$ cat src/dcache_consts.svh
`ifndef DCACHE_CONSTS_SVH
`define DCACHE_CONSTS_SVH

// Bus widths
`define DC_ADDR_WIDTH    64
`define DC_DATA_WIDTH    64
`define DC_STRB_WIDTH    8

// Cache geometry
`define DC_SETS          2
`define DC_WAYS          2
`define DC_LINE_BEATS    8
`define DC_WORD_LSB      3      // Byte offset bits inside one word
`define DC_OFFSET_WIDTH  6
`define DC_INDEX_WIDTH   1
`define DC_TAG_WIDTH     (`DC_ADDR_WIDTH - `DC_OFFSET_WIDTH - `DC_INDEX_WIDTH)

// Burst fields of the address channels
`define DC_LEN_WIDTH     8
`define DC_AXSIZE_WIDTH  3
`define DC_BURST_WIDTH   2
`define DC_BURST_LEN     8'd7   // Eight beats per line
`define DC_BEAT_SIZE     3'd3   // 8 bytes per beat
`define DC_BURST_INCR    2'd1

`endif
$ cat src/dcache_pkg.sv
`default_nettype none
`include "dcache_consts.svh"

package dcache_pkg;

    typedef logic [`DC_ADDR_WIDTH-1:0]                  addr_t;
    typedef logic [`DC_DATA_WIDTH-1:0]                  word_t;
    typedef logic [`DC_LINE_BEATS*`DC_DATA_WIDTH-1:0]   line_t;
    typedef logic [`DC_TAG_WIDTH-1:0]                   tag_t;
    typedef logic [`DC_INDEX_WIDTH-1:0]                 index_t;
    typedef logic [$clog2(`DC_WAYS)-1:0]                way_t;
    typedef logic [$clog2(`DC_LINE_BEATS)-1:0]          beat_t;
    typedef logic [2:0]                                 size_t;   // 1, 2, 4 or 7

    typedef enum logic [3:0] {
        IDLE,
        LOOKUP,
        EVICT_ADDR,
        EVICT_DATA,
        EVICT_RESP,
        REFILL_ADDR,
        REFILL_DATA,
        RESPOND,
        RELEASE
    } ctrl_state_t;

    // CPU request as held by the core
    typedef struct packed {
        logic  read;
        logic  write;
        addr_t address;
        size_t size;
        word_t wdata;
    } cpu_req_t;

    typedef struct packed {
        logic hit;
        way_t hit_way;
        way_t victim_way;
        logic victim_valid;
        logic victim_dirty;
        tag_t victim_tag;    // Tag of the line that may be written back
    } lookup_t;

    typedef struct packed {
        logic                         valid;
        addr_t                        addr;
        logic [`DC_LEN_WIDTH-1:0]     len;
        logic [`DC_AXSIZE_WIDTH-1:0]  size;
        logic [`DC_BURST_WIDTH-1:0]   burst;
    } axi_addr_t;

endpackage

`default_nettype wire

$ cat src/dcache_top.sv
`timescale 1ns/100ps
`default_nettype none
`include "dcache_consts.svh"

module dcache_top
    import dcache_pkg::*;
(
    input  logic                         clock,
    input  logic                         reset,
    input  logic                         read_enable,    // Held until send_enable
    input  logic                         write_enable,
    input  addr_t                        address,
    input  size_t                        data_size,
    input  word_t                        data_input,

    input  logic                         m_axi_arready,
    input  logic                         m_axi_rvalid,
    input  logic                         m_axi_rlast,
    input  word_t                        m_axi_rdata,
    output logic                         m_axi_arvalid,
    output addr_t                        m_axi_araddr,
    output logic [`DC_LEN_WIDTH-1:0]     m_axi_arlen,
    output logic [`DC_AXSIZE_WIDTH-1:0]  m_axi_arsize,
    output logic [`DC_BURST_WIDTH-1:0]   m_axi_arburst,
    output logic                         m_axi_rready,

    input  logic                         m_axi_awready,
    input  logic                         m_axi_wready,
    input  logic                         m_axi_bvalid,
    input  logic [1:0]                   m_axi_bresp,
    output logic                         m_axi_awvalid,
    output addr_t                        m_axi_awaddr,
    output logic [`DC_LEN_WIDTH-1:0]     m_axi_awlen,
    output logic [`DC_AXSIZE_WIDTH-1:0]  m_axi_awsize,
    output logic [`DC_BURST_WIDTH-1:0]   m_axi_awburst,
    output word_t                        m_axi_wdata,
    output logic [`DC_STRB_WIDTH-1:0]    m_axi_wstrb,
    output logic                         m_axi_wvalid,
    output logic                         m_axi_wlast,
    output logic                         m_axi_bready,

    output word_t                        data,
    output logic                         send_enable
);

    cpu_req_t  req;
    lookup_t   lookup;
    axi_addr_t ar, aw;
    beat_t     beat;
    logic      last_beat, beat_clear, beat_step;
    logic      fill_tag, fill_beat, mark_dirty, store_word;
    way_t      active_way;

    assign req = '{read: read_enable, write: write_enable, address: address,
                   size: data_size, wdata: data_input};

    dcache_ctrl dcache_ctrl_i (
        .clock, .reset, .req, .lookup, .beat, .last_beat,
        .arready(m_axi_arready), .rvalid(m_axi_rvalid), .rlast(m_axi_rlast),
        .awready(m_axi_awready), .wready(m_axi_wready), .bvalid(m_axi_bvalid),
        .ar, .aw, .rready(m_axi_rready), .wvalid(m_axi_wvalid), .wlast(m_axi_wlast),
        .bready(m_axi_bready), .beat_clear, .beat_step, .fill_tag, .fill_beat,
        .mark_dirty, .store_word, .active_way, .send_enable
    );

    beat_counter beat_counter_i (
        .clock, .reset, .clear(beat_clear), .step(beat_step), .beat, .last_beat
    );

    tag_store tag_store_i (
        .clock, .reset, .req, .active_way, .fill_tag, .mark_dirty, .lookup
    );

    line_store line_store_i (
        .clock, .req, .active_way, .beat, .fill_beat, .fill_data(m_axi_rdata),
        .store_word, .read_data(data), .wb_data(m_axi_wdata)
    );

    // Address channels unpacked onto the bus
    assign m_axi_arvalid = ar.valid;
    assign m_axi_araddr  = ar.addr;
    assign m_axi_arlen   = ar.len;
    assign m_axi_arsize  = ar.size;
    assign m_axi_arburst = ar.burst;
    assign m_axi_awvalid = aw.valid;
    assign m_axi_awaddr  = aw.addr;
    assign m_axi_awlen   = aw.len;
    assign m_axi_awsize  = aw.size;
    assign m_axi_awburst = aw.burst;
    assign m_axi_wstrb   = '1;    // Whole lines only

endmodule

`default_nettype wire

$ cat src/dcache_ctrl.sv
`timescale 1ns/100ps
`default_nettype none
`include "dcache_consts.svh"

module dcache_ctrl
    import dcache_pkg::*;
(
    input  logic      clock,
    input  logic      reset,
    input  cpu_req_t  req,
    input  lookup_t   lookup,
    input  beat_t     beat,
    input  logic      last_beat,
    input  logic      arready,
    input  logic      rvalid,
    input  logic      rlast,
    input  logic      awready,
    input  logic      wready,
    input  logic      bvalid,
    output axi_addr_t ar,
    output axi_addr_t aw,
    output logic      rready,
    output logic      wvalid,
    output logic      wlast,
    output logic      bready,
    output logic      beat_clear,
    output logic      beat_step,
    output logic      fill_tag,
    output logic      fill_beat,
    output logic      mark_dirty,
    output logic      store_word,
    output way_t      active_way,
    output logic      send_enable
);

    ctrl_state_t state, state_next;
    tag_t        evict_tag;     // Victim tag kept for the write-back address
    index_t      index;

    assign index = req.address[`DC_OFFSET_WIDTH +: `DC_INDEX_WIDTH];

    always_ff @(posedge clock) begin
        if (reset) begin
            state      <= IDLE;
            active_way <= '0;
        end else begin
            state <= state_next;
            if (state == LOOKUP) begin
                active_way <= lookup.hit ? lookup.hit_way : lookup.victim_way;
            end
        end
    end

    always_ff @(posedge clock) begin
        if (state == LOOKUP) evict_tag <= lookup.victim_tag;
    end

    always_comb begin
        state_next = state;
        case (state)
            IDLE:        if (req.read || req.write) state_next = LOOKUP;
            LOOKUP: begin
                if (lookup.hit) begin
                    state_next = RESPOND;
                end else if (lookup.victim_valid && lookup.victim_dirty) begin
                    state_next = EVICT_ADDR;   // Write back before refill
                end else begin
                    state_next = REFILL_ADDR;
                end
            end
            EVICT_ADDR:  if (awready) state_next = EVICT_DATA;
            EVICT_DATA:  if (wready && last_beat) state_next = EVICT_RESP;
            EVICT_RESP:  if (bvalid) state_next = REFILL_ADDR;   // bresp ignored
            REFILL_ADDR: if (arready) state_next = REFILL_DATA;
            REFILL_DATA: if (rvalid && rlast) state_next = RESPOND;
            RESPOND:     state_next = RELEASE;
            RELEASE:     if (!req.read && !req.write) state_next = IDLE;
            default:     state_next = IDLE;
        endcase
    end

    // Line-aligned burst addresses
    always_comb begin
        ar.valid = (state == REFILL_ADDR);
        ar.addr  = {req.address[`DC_ADDR_WIDTH-1:`DC_OFFSET_WIDTH], {`DC_OFFSET_WIDTH{1'b0}}};
        ar.len   = `DC_BURST_LEN;
        ar.size  = `DC_BEAT_SIZE;
        ar.burst = `DC_BURST_INCR;

        aw.valid = (state == EVICT_ADDR);
        aw.addr  = {evict_tag, index, {`DC_OFFSET_WIDTH{1'b0}}};
        aw.len   = `DC_BURST_LEN;
        aw.size  = `DC_BEAT_SIZE;
        aw.burst = `DC_BURST_INCR;
    end

    assign rready = (state == REFILL_DATA);
    assign wvalid = (state == EVICT_DATA);
    assign wlast  = wvalid && last_beat;
    assign bready = (state == EVICT_RESP);

    // Counter restarts while an address phase is pending
    assign beat_clear = (state == EVICT_ADDR) || (state == REFILL_ADDR);
    assign fill_beat  = rready && rvalid;
    assign beat_step  = fill_beat || (wvalid && wready);
    assign fill_tag   = fill_beat && rlast;   // Tag goes in with the last beat

    assign send_enable = (state == RESPOND);
    assign store_word  = send_enable && req.write;
    assign mark_dirty  = store_word;

    a_send_pulse: assert property (@(posedge clock) disable iff (reset)
        send_enable |=> !send_enable);

    a_one_addr_channel: assert property (@(posedge clock) disable iff (reset)
        !(ar.valid && aw.valid));

    // Memory side must end the refill on the eighth beat
    a_rlast_on_beat7: assert property (@(posedge clock) disable iff (reset)
        fill_tag |-> (beat == beat_t'(`DC_BURST_LEN)));

endmodule

`default_nettype wire

$ cat src/line_store.sv
`timescale 1ns/100ps
`default_nettype none
`include "dcache_consts.svh"

module line_store
    import dcache_pkg::*;
(
    input  logic     clock,
    input  cpu_req_t req,
    input  way_t     active_way,
    input  beat_t    beat,
    input  logic     fill_beat,
    input  word_t    fill_data,
    input  logic     store_word,
    output word_t    read_data,
    output word_t    wb_data
);

    line_t  lines [`DC_SETS][`DC_WAYS];

    index_t index;
    beat_t  word_sel;
    word_t  mask;
    word_t  cur_word;
    word_t  merged;

    assign index    = req.address[`DC_OFFSET_WIDTH +: `DC_INDEX_WIDTH];
    assign word_sel = req.address[`DC_OFFSET_WIDTH-1:`DC_WORD_LSB];

    // Low bytes selected by the size code
    always_comb begin
        case (req.size)
            3'd1:    mask = 64'h0000_0000_0000_00FF;
            3'd2:    mask = 64'h0000_0000_0000_FFFF;
            3'd4:    mask = 64'h0000_0000_FFFF_FFFF;
            3'd7:    mask = 64'hFFFF_FFFF_FFFF_FFFF;
            default: mask = 64'h0;   // Unknown size reads zero, writes nothing
        endcase
    end

    assign cur_word = lines[index][active_way][word_sel*`DC_DATA_WIDTH +: `DC_DATA_WIDTH];
    assign merged   = (cur_word & ~mask) | (req.wdata & mask);

    assign read_data = cur_word & mask;   // Zero-extended by the mask
    assign wb_data   = lines[index][active_way][beat*`DC_DATA_WIDTH +: `DC_DATA_WIDTH];

    // Refill beats and CPU stores share one write port
    always_ff @(posedge clock) begin
        if (fill_beat) begin
            lines[index][active_way][beat*`DC_DATA_WIDTH +: `DC_DATA_WIDTH] <= fill_data;
        end else if (store_word) begin
            lines[index][active_way][word_sel*`DC_DATA_WIDTH +: `DC_DATA_WIDTH] <= merged;
        end
    end

    // A store only follows a completed refill
    a_port_exclusive: assert property (@(posedge clock)
        !(fill_beat && store_word));

endmodule

`default_nettype wire

$ cat src/tag_store.sv
`timescale 1ns/100ps
`default_nettype none
`include "dcache_consts.svh"

module tag_store
    import dcache_pkg::*;
(
    input  logic     clock,
    input  logic     reset,
    input  cpu_req_t req,
    input  way_t     active_way,
    input  logic     fill_tag,
    input  logic     mark_dirty,
    output lookup_t  lookup
);

    tag_t                tags  [`DC_SETS][`DC_WAYS];
    logic [`DC_WAYS-1:0] valid [`DC_SETS];
    logic [`DC_WAYS-1:0] dirty [`DC_SETS];
    way_t                rr_ptr;      // Shared round-robin victim pointer

    index_t              index;
    tag_t                tag;
    logic [`DC_WAYS-1:0] way_hit;
    way_t                hit_way;
    way_t                victim_way;

    assign index = req.address[`DC_OFFSET_WIDTH +: `DC_INDEX_WIDTH];
    assign tag   = req.address[`DC_ADDR_WIDTH-1 -: `DC_TAG_WIDTH];

    always_comb begin
        for (int w = 0; w < `DC_WAYS; w++) begin
            way_hit[w] = valid[index][w] && (tags[index][w] == tag);
        end
    end

    // Scan downwards so the lowest matching or invalid way wins
    always_comb begin
        hit_way    = '0;
        victim_way = rr_ptr;
        for (int w = `DC_WAYS - 1; w >= 0; w--) begin
            if (way_hit[w]) hit_way = way_t'(w);
            if (!valid[index][w]) victim_way = way_t'(w);
        end
    end

    assign lookup = '{hit:          |way_hit,
                      hit_way:      hit_way,
                      victim_way:   victim_way,
                      victim_valid: valid[index][victim_way],
                      victim_dirty: dirty[index][victim_way],
                      victim_tag:   tags[index][victim_way]};

    always_ff @(posedge clock) begin
        if (fill_tag) tags[index][active_way] <= tag;
    end

    always_ff @(posedge clock) begin
        if (reset) begin
            for (int s = 0; s < `DC_SETS; s++) begin
                valid[s] <= '0;
                dirty[s] <= '0;
            end
            rr_ptr <= '0;
        end else if (fill_tag) begin
            valid[index][active_way] <= 1'b1;
            dirty[index][active_way] <= 1'b0;     // Fresh line from memory
            if (valid[index][active_way]) begin
                rr_ptr <= rr_ptr + 1'b1;          // A resident line was replaced
            end
        end else if (mark_dirty) begin
            dirty[index][active_way] <= 1'b1;
        end
    end

    // The controller must never install a tag that is already resident
    a_single_hit: assert property (@(posedge clock) disable iff (reset)
        $onehot0(way_hit));

endmodule

`default_nettype wire

$ cat src/beat_counter.sv
`timescale 1ns/100ps
`default_nettype none
`include "dcache_consts.svh"

// Beat position inside one line burst
module beat_counter
    import dcache_pkg::*;
(
    input  logic  clock,
    input  logic  reset,
    input  logic  clear,
    input  logic  step,
    output beat_t beat,
    output logic  last_beat
);

    always_ff @(posedge clock) begin
        if (reset || clear) begin
            beat <= '0;
        end else if (step) begin
            beat <= beat + 1'b1;   // Wraps after the last beat
        end
    end

    assign last_beat = (beat == beat_t'(`DC_LINE_BEATS - 1));

endmodule

`default_nettype wire

$ cat config.mk
export PLATFORM = sky130hd
export DESIGN_NAME = dcache_top
export DESIGN_NICKNAME = d
export VERILOG_FILES = /design/src/dcache_pkg.sv /design/src/dcache_top.sv /design/src/dcache_ctrl.sv /design/src/line_store.sv /design/src/tag_store.sv /design/src/beat_counter.sv
export VERILOG_INCLUDE_DIRS = /design/src /design/src/src
export SDC_FILE = /design/constraint.sdc
export NUM_CORES = 2
export LEC_CHECK = 0
export BUFFER_PORTS_ARGS = -buffer_cell sky130_fd_sc_hd__buf_2
export CAP_MARGIN = 40
export CORE_ASPECT_RATIO = 0.75
export CORE_MARGIN = 5
export CORE_UTILIZATION = 35
export CTS_CLUSTER_SIZE = 16
export DETAILED_ROUTE_END_ITERATION = 8
export PLACE_DENSITY = 0.58
export SLEW_MARGIN = 30
export SYNTH_ARGS = -nofsm -noshare
export SYNTH_HDL_FRONTEND = slang
export SYNTH_SLANG_ARGS = --single-unit
$ cat constraint.sdc
create_clock -name clock -period 14.7 [get_ports clock]
set_clock_uncertainty 0.05 [all_clocks]
set_input_delay 4.41 -clock clock [delete_from_list [all_inputs] [get_ports clock]]
set_output_delay 4.41 -clock clock [all_outputs]
set_load 0.03 [all_outputs]
== Word-level counts from Yosys, hierarchy flattened ==
Memory sizes are Yosys's and may differ from the RTL's.
Cells that the tools add are included.
W data, S select, Z words.
Storage, ports and cells
  input bits: 207
  memories kept: 4
  logic and storage cells: 2187
  RAM bits: 2284
  output and inout bits: 297
  bits in registers: 66
Memories
  line_store_i.lines: words 2, bits a word 1024, rd ports 1, clocked after Yosys merged registers in 0, wr ports 1, RTL line line_store.sv:19  | line_t lines [`DC_SETS][`DC_WAYS];
  tag_store_i.tags: words 2, bits a word 114, rd ports 1, clocked after Yosys merged registers in 0, wr ports 1, RTL line tag_store.sv:17  | tag_t tags [`DC_SETS][`DC_WAYS];
  tag_store_i.dirty: words 2, bits a word 2, rd ports 1, clocked after Yosys merged registers in 0, wr ports 2, RTL line tag_store.sv:19  | logic [`DC_WAYS-1:0] dirty [`DC_SETS];
  tag_store_i.valid: words 2, bits a word 2, rd ports 1, clocked after Yosys merged registers in 0, wr ports 2, RTL line tag_store.sv:18  | logic [`DC_WAYS-1:0] valid [`DC_SETS];
Cells by class
  $lt $le $gt $ge: 6
  mux-type cells: 1082
  bitwise logic cells: 1033
  add/subtract/negate cells: 4
  shift operators: 6
  reductions and logical operators: 25
  equal/unequal tests: 22
Operators by type and width (number)
  $mux W512: 5
  $mux W1024: 2
  $mux W1: 1049
  $or A1 B1 Y1: 1026
  $demux W512 S1: 2
  $shift A64 B34 Y512 const A: 2
  $shiftx A512 B10 Y64: 2
  $shiftx A64 B34 Y512: 2
  $pmux W64 S4: 1
  $mux W57: 4
  $and A64 B64 Y64: 3
  $eq A57 B57 Y1: 2
  $mux W114: 1
  $neg A9 Y34: 2
  $not A64 Y64: 1
  $or A64 B64 Y64: 1
  $demux W57 S1: 1
  $pmux W4 S9: 1
  $mux W4: 8
  $eq A4 B3 Y1 const B: 4
  $logic_and A1 B1 Y1: 13
  $mux W2: 6
  $ne A2 B2 Y1 const B: 5
  $eq A3 B3 Y1 const B: 3
  21 further kinds: 32

== Longest topological paths before layout ==
  depth in word-level cells: 9
  depth in mapped cells: 14
  depth with buffers taken out: 9

== Modules after synthesis ==
Synthesis repeated with hierarchy kept, for this count alone.
Unflattened totals
  cell total of the unflattened synthesis: 8547
  area, all modules: 119440.8 sq um
Modules (own cells, without submodules)
  line_store: area each 105369.8 sq um, cells an instance 7668, instances 1
  tag_store: area each 10924.2 sq um, cells an instance 643, instances 1
  dcache_ctrl: area each 2949.1 sq um, cells an instance 216, instances 1
  beat_counter: area each 133.9 sq um, cells an instance 11, instances 1
  dcache_top: area each 63.8 sq um, cells an instance 9, instances 1

== Worst setup path after synthesis ==
OpenSTA, ideal clock, no wires.
  kind: input to register
  start point: input port address[3]
  end point: memory line_store_i.lines[1][448] (netlist name), enable pin
  data arrival time: 11.033 ns
  required time: 14.066 ns
  path slack: 3.033 ns
  cell stages on the path: 9
  buffers on the path: 3
  cell sequence: clkbuf_1 -> clkbuf_1 -> clkbuf_1 -> inv_1 -> ha_1 -> ha_1 -> nor3_2 -> nand2_1 -> a21boi_0
Between the ends
  word-level cells in the longest chain between the ends: 6
Ends and longest elaborated chain
  from (decl): RTL line dcache_top.sv:12  | input addr_t address,
  $neg A9 Y34: RTL line line_store.sv:52  | lines[index][active_way][word_sel*`DC_DATA_WIDTH +: `DC_DATA_WIDTH] <= merged;
  $shift A64 B34 Y512: RTL line line_store.sv:52
  $mux W512: RTL line line_store.sv:52
  $demux W512 S1: RTL line line_store.sv:52
  $mux W1024: RTL line line_store.sv:52
  $or A1 B1 Y1 (no line)
  to (decl): RTL line line_store.sv:19
Every way passes these cells.

== Worst setup path in the final report ==
  start point: input port address[6]
  end point: output port data[13]
Between the ends
  word-level cells in the longest chain between the ends: 6
Ends and longest elaborated chain
  $mem_v2 Z2 W1024
  $mux W512 (implied by the code) (3 in a row): RTL line line_store.sv:41  | assign cur_word = lines[index][active_way][word_sel*`DC_DATA_WIDTH +: `DC_DATA_WIDTH];
  $shiftx A512 B10 Y64: RTL line line_store.sv:41
  $and A64 B64 Y64: RTL line line_store.sv:44  | assign read_data = cur_word & mask;
  to (decl): RTL line dcache_top.sv:42  | output word_t data,
Every way passes these cells. The select of a mux whose other input is x is not followed.

==> out/metrics.yaml <==
sta:
  setup_viol: 0
  setup_tns_ps: 0
  setup_slack_ps: 2250
  worstMarginPinSlew_ps: 982
  maxSlewViolCount: 0
  relSlewSlack: 0.345
  finalCritPeriodShare: 0.847
  min_period_ps: 12450
  rsz0062_at_grt: "false"
  fmax_ghz: 0.0803
  hold_violations: 0
placement:
  io_buffers: 452
  dp_hpwl_um: 224000
  dpl_cell_area_um2: 115000
  post-place-ws_ps: 2140
  gp_congestion: 0.784
setup_path:
  crit_path_start: "address[6]"
  cp.arrival_ps: 7990
  rrSetupSlack_ps: 8420
  worstPathRequired_ps: 10240
  worstSetupEndpointType: "output port"
  rr_startpoint: "beat_counter_i.beat[0]"
  r2r_end: "line_store_i.lines[1][797]"
  cp-start-kind: "primary input"
  cp_max_fo: 50
  reg2reg_depth: 12
  critical_path_class: "primary input to output port"
clock_tree:
  htreeDepth: 4
  post_cts_buffers: 0
  cts_tree: "built"
  clockBufferDepth: 4
  path_clk_slew_ps: 60
  cts-hold-fix-buffers: 0
  cts_sinks: 2350
  cts_resized: 0
  clk_latency_ps: 970
  cts_inserted_buffers: 240
  root_buffer: "clkbuf_16"
power_and_ir_drop:
  peakVddDrop_mv: 0.111
  p_leak_nw: 40.3
  power_density_nw_per_um2: 120
floorplan:
  die_y_um: 490
  row_count: 176
  dieArea_um2: 319000
  num_io_pins: 504
  coreArea_um2: 307000
  die_w_um: 650
  start_util: 0.351
global_route:
  grt_pass1_wl_um: 533000
  grt-ovfl-total: 0
  grt_antenna_before_repair: 46
  grt_usage: 0.234
  grt_pass1_vias: 68121
  grt_max_degree: 135
detailed_routing:
  wl_met3_um: 43400
  met1Wirelength_um: 141000
  drtIter0Drc: 9740
  wl_met2_um: 181000
  maxUsedRoutingLayer: "met5"
  drc: 0
  wl_per_cell_um: 34.3
  ant_nets: 0
  drt-vias-per-instance: 6.08
  drt_first_pass_iters: 8
  dr_total_vias: 67887
  finalWirelength_um: 384000
cells_and_area:
  drive_gt1_frac: 0.277
  num-fill-cells: 27779
  seqCellArea_um2: 70400
  nets: 7089
  multiInputGateArea_um2: 34500
  area_delta_synth_final_pct: 14.3
  final_cell_mix: "edfxtp_1, mux4_2, nand2_1"
  final_common_cell: "edfxtp_1"
  design_area_um2: 123000
logic_synthesis:
  synth_cell_types: 58
  yosysTopAreaCell: "edfxtp_1"
  netlist_instances: 6666
  yosysSeqAreaShare: 0.654
  synth-edff-count: 2337
  synth_top_area_frac: 0.652
  postSynth.asyncResetShare: 0
  syn_area_per_cell_um2: 16.2
  ys_warn_count: 0
  synth_area_um2: 108000
  ys.flop_type: "edfxtp_1"
  ys_seq_elements: 2350
  synthTopCellsByArea: "edfxtp_1, mux4_2, o21ai_0, nand2_1, o2bb2ai_1"
flow_run:
  cap_violations: 0
min_path:
  hold_path_end: "tag_store_i.valid[0][1]"
  min_from: "tag_store_i.valid[0][1]"
  min_path_cells: 2
  hp-class: "flip-flop to flip-flop"
status:
  status: "complete, no violations"
## final cells by class
| class | instances | share of cell area |
|---|---|---|
| antenna | 13 | 0.000264 |
| multi-input combinational | 3570 | 0.281 |
| clock inverter | 154 | 0.0125 |
| clock buffer | 284 | 0.0505 |
| sequential | 2350 | 0.573 |
| inverter | 20 | 0.000793 |
| tap | 4094 | 0.0416 |
| timing repair buffer | 688 | 0.0411 |
## report_power, final
group          internal [W]  leakage, nW  switching [W]
sequential          0.00738         22.2      0.0000374
clock               0.00351         3.78        0.00269
combinational      0.000349         14.3       0.000827
## synthesized netlist by cell type (13+ instances only)
| library cell | count |
|---|---|
| edfxtp_1 | 2337 |
| mux4_2 | 805 |
| nand2_1 | 731 |
| o21ai_0 | 716 |
| clkbuf_1 | 429 |
| o2bb2ai_1 | 289 |
| nand3_1 | 270 |
| mux2i_1 | 201 |
| nor2_1 | 133 |
| buf_2 | 117 |
| buf_4 | 111 |
| buf_1 | 101 |
| xnor2_1 | 85 |
| o21ai_1 | 52 |
| a2bb2o_1 | 32 |
| nor4_1 | 25 |
| a21oi_1 | 23 |
| inv_1 | 19 |
| xor2_1 | 19 |
| nor3_1 | 17 |
| nor2b_1 | 16 |
| and3_1 | 14 |
| dfxtp_1 | 13 |
## state kept, by name (all words and copies together), names as in the netlist
signal and cells:
dcache_ctrl_i.state 4, tag_store_i.rr_ptr 1, tag_store_i.dirty 4, dcache_ctrl_i.active_way 1, beat_counter_i.beat 3, dcache_ctrl_i.evict_tag 57
tag_store_i.tags 228, line_store_i.lines 2048, tag_store_i.valid 4
## metal layers
metal,vias up,GRT usage
li1,26936,-
met2,4587,0.375
met5,-,0.00269
met3,949,0.0543
met4,4,0.0975
met1,35411,0.305
## cells by family after synthesis
logic type	after synthesis	synth area share
flops	2350	0.654
simple gates	1249	0.0495
compound gates	1152	0.0662
mux	1007	0.187
buf+inv	790	0.0331
xor+xnor	104	0.00846
fa+ha+maj	12	0.00139
other cells	2	0.0000697
## per-stage QoR
step	hold WS, ps	power, W	utilization	instances
5_1_grt	511	0.0152	0.401	11168
3_5_place_dp	475	0.00874	0.376	10715
4_1_cts	485	0.0149	0.401	11153
3_3_place_gp	459	0.00869	0.371	10668
2_1_floorplan	422	0.00830	-	6710
6_report	483	0.0148	0.401	11173
## critical path, stage by stage
cell and delay (ps):
buf_8 490, buf_4 560, buf_4 660, mux4_2 650, mux4_2 470, mux2i_1 350, nor2_1 80, buf_2 200
## worst max-delay path by stage
stage	endpoint	slack, ps
floorplan	line_store_i.lines[1][448]	3030
global placement	data[13]	2160
detailed placement	data[13]	2140
CTS	data[13]	2140
global route	data[13]	1990
finish	data[13]	2250
(Power assumes the default switching activity.)
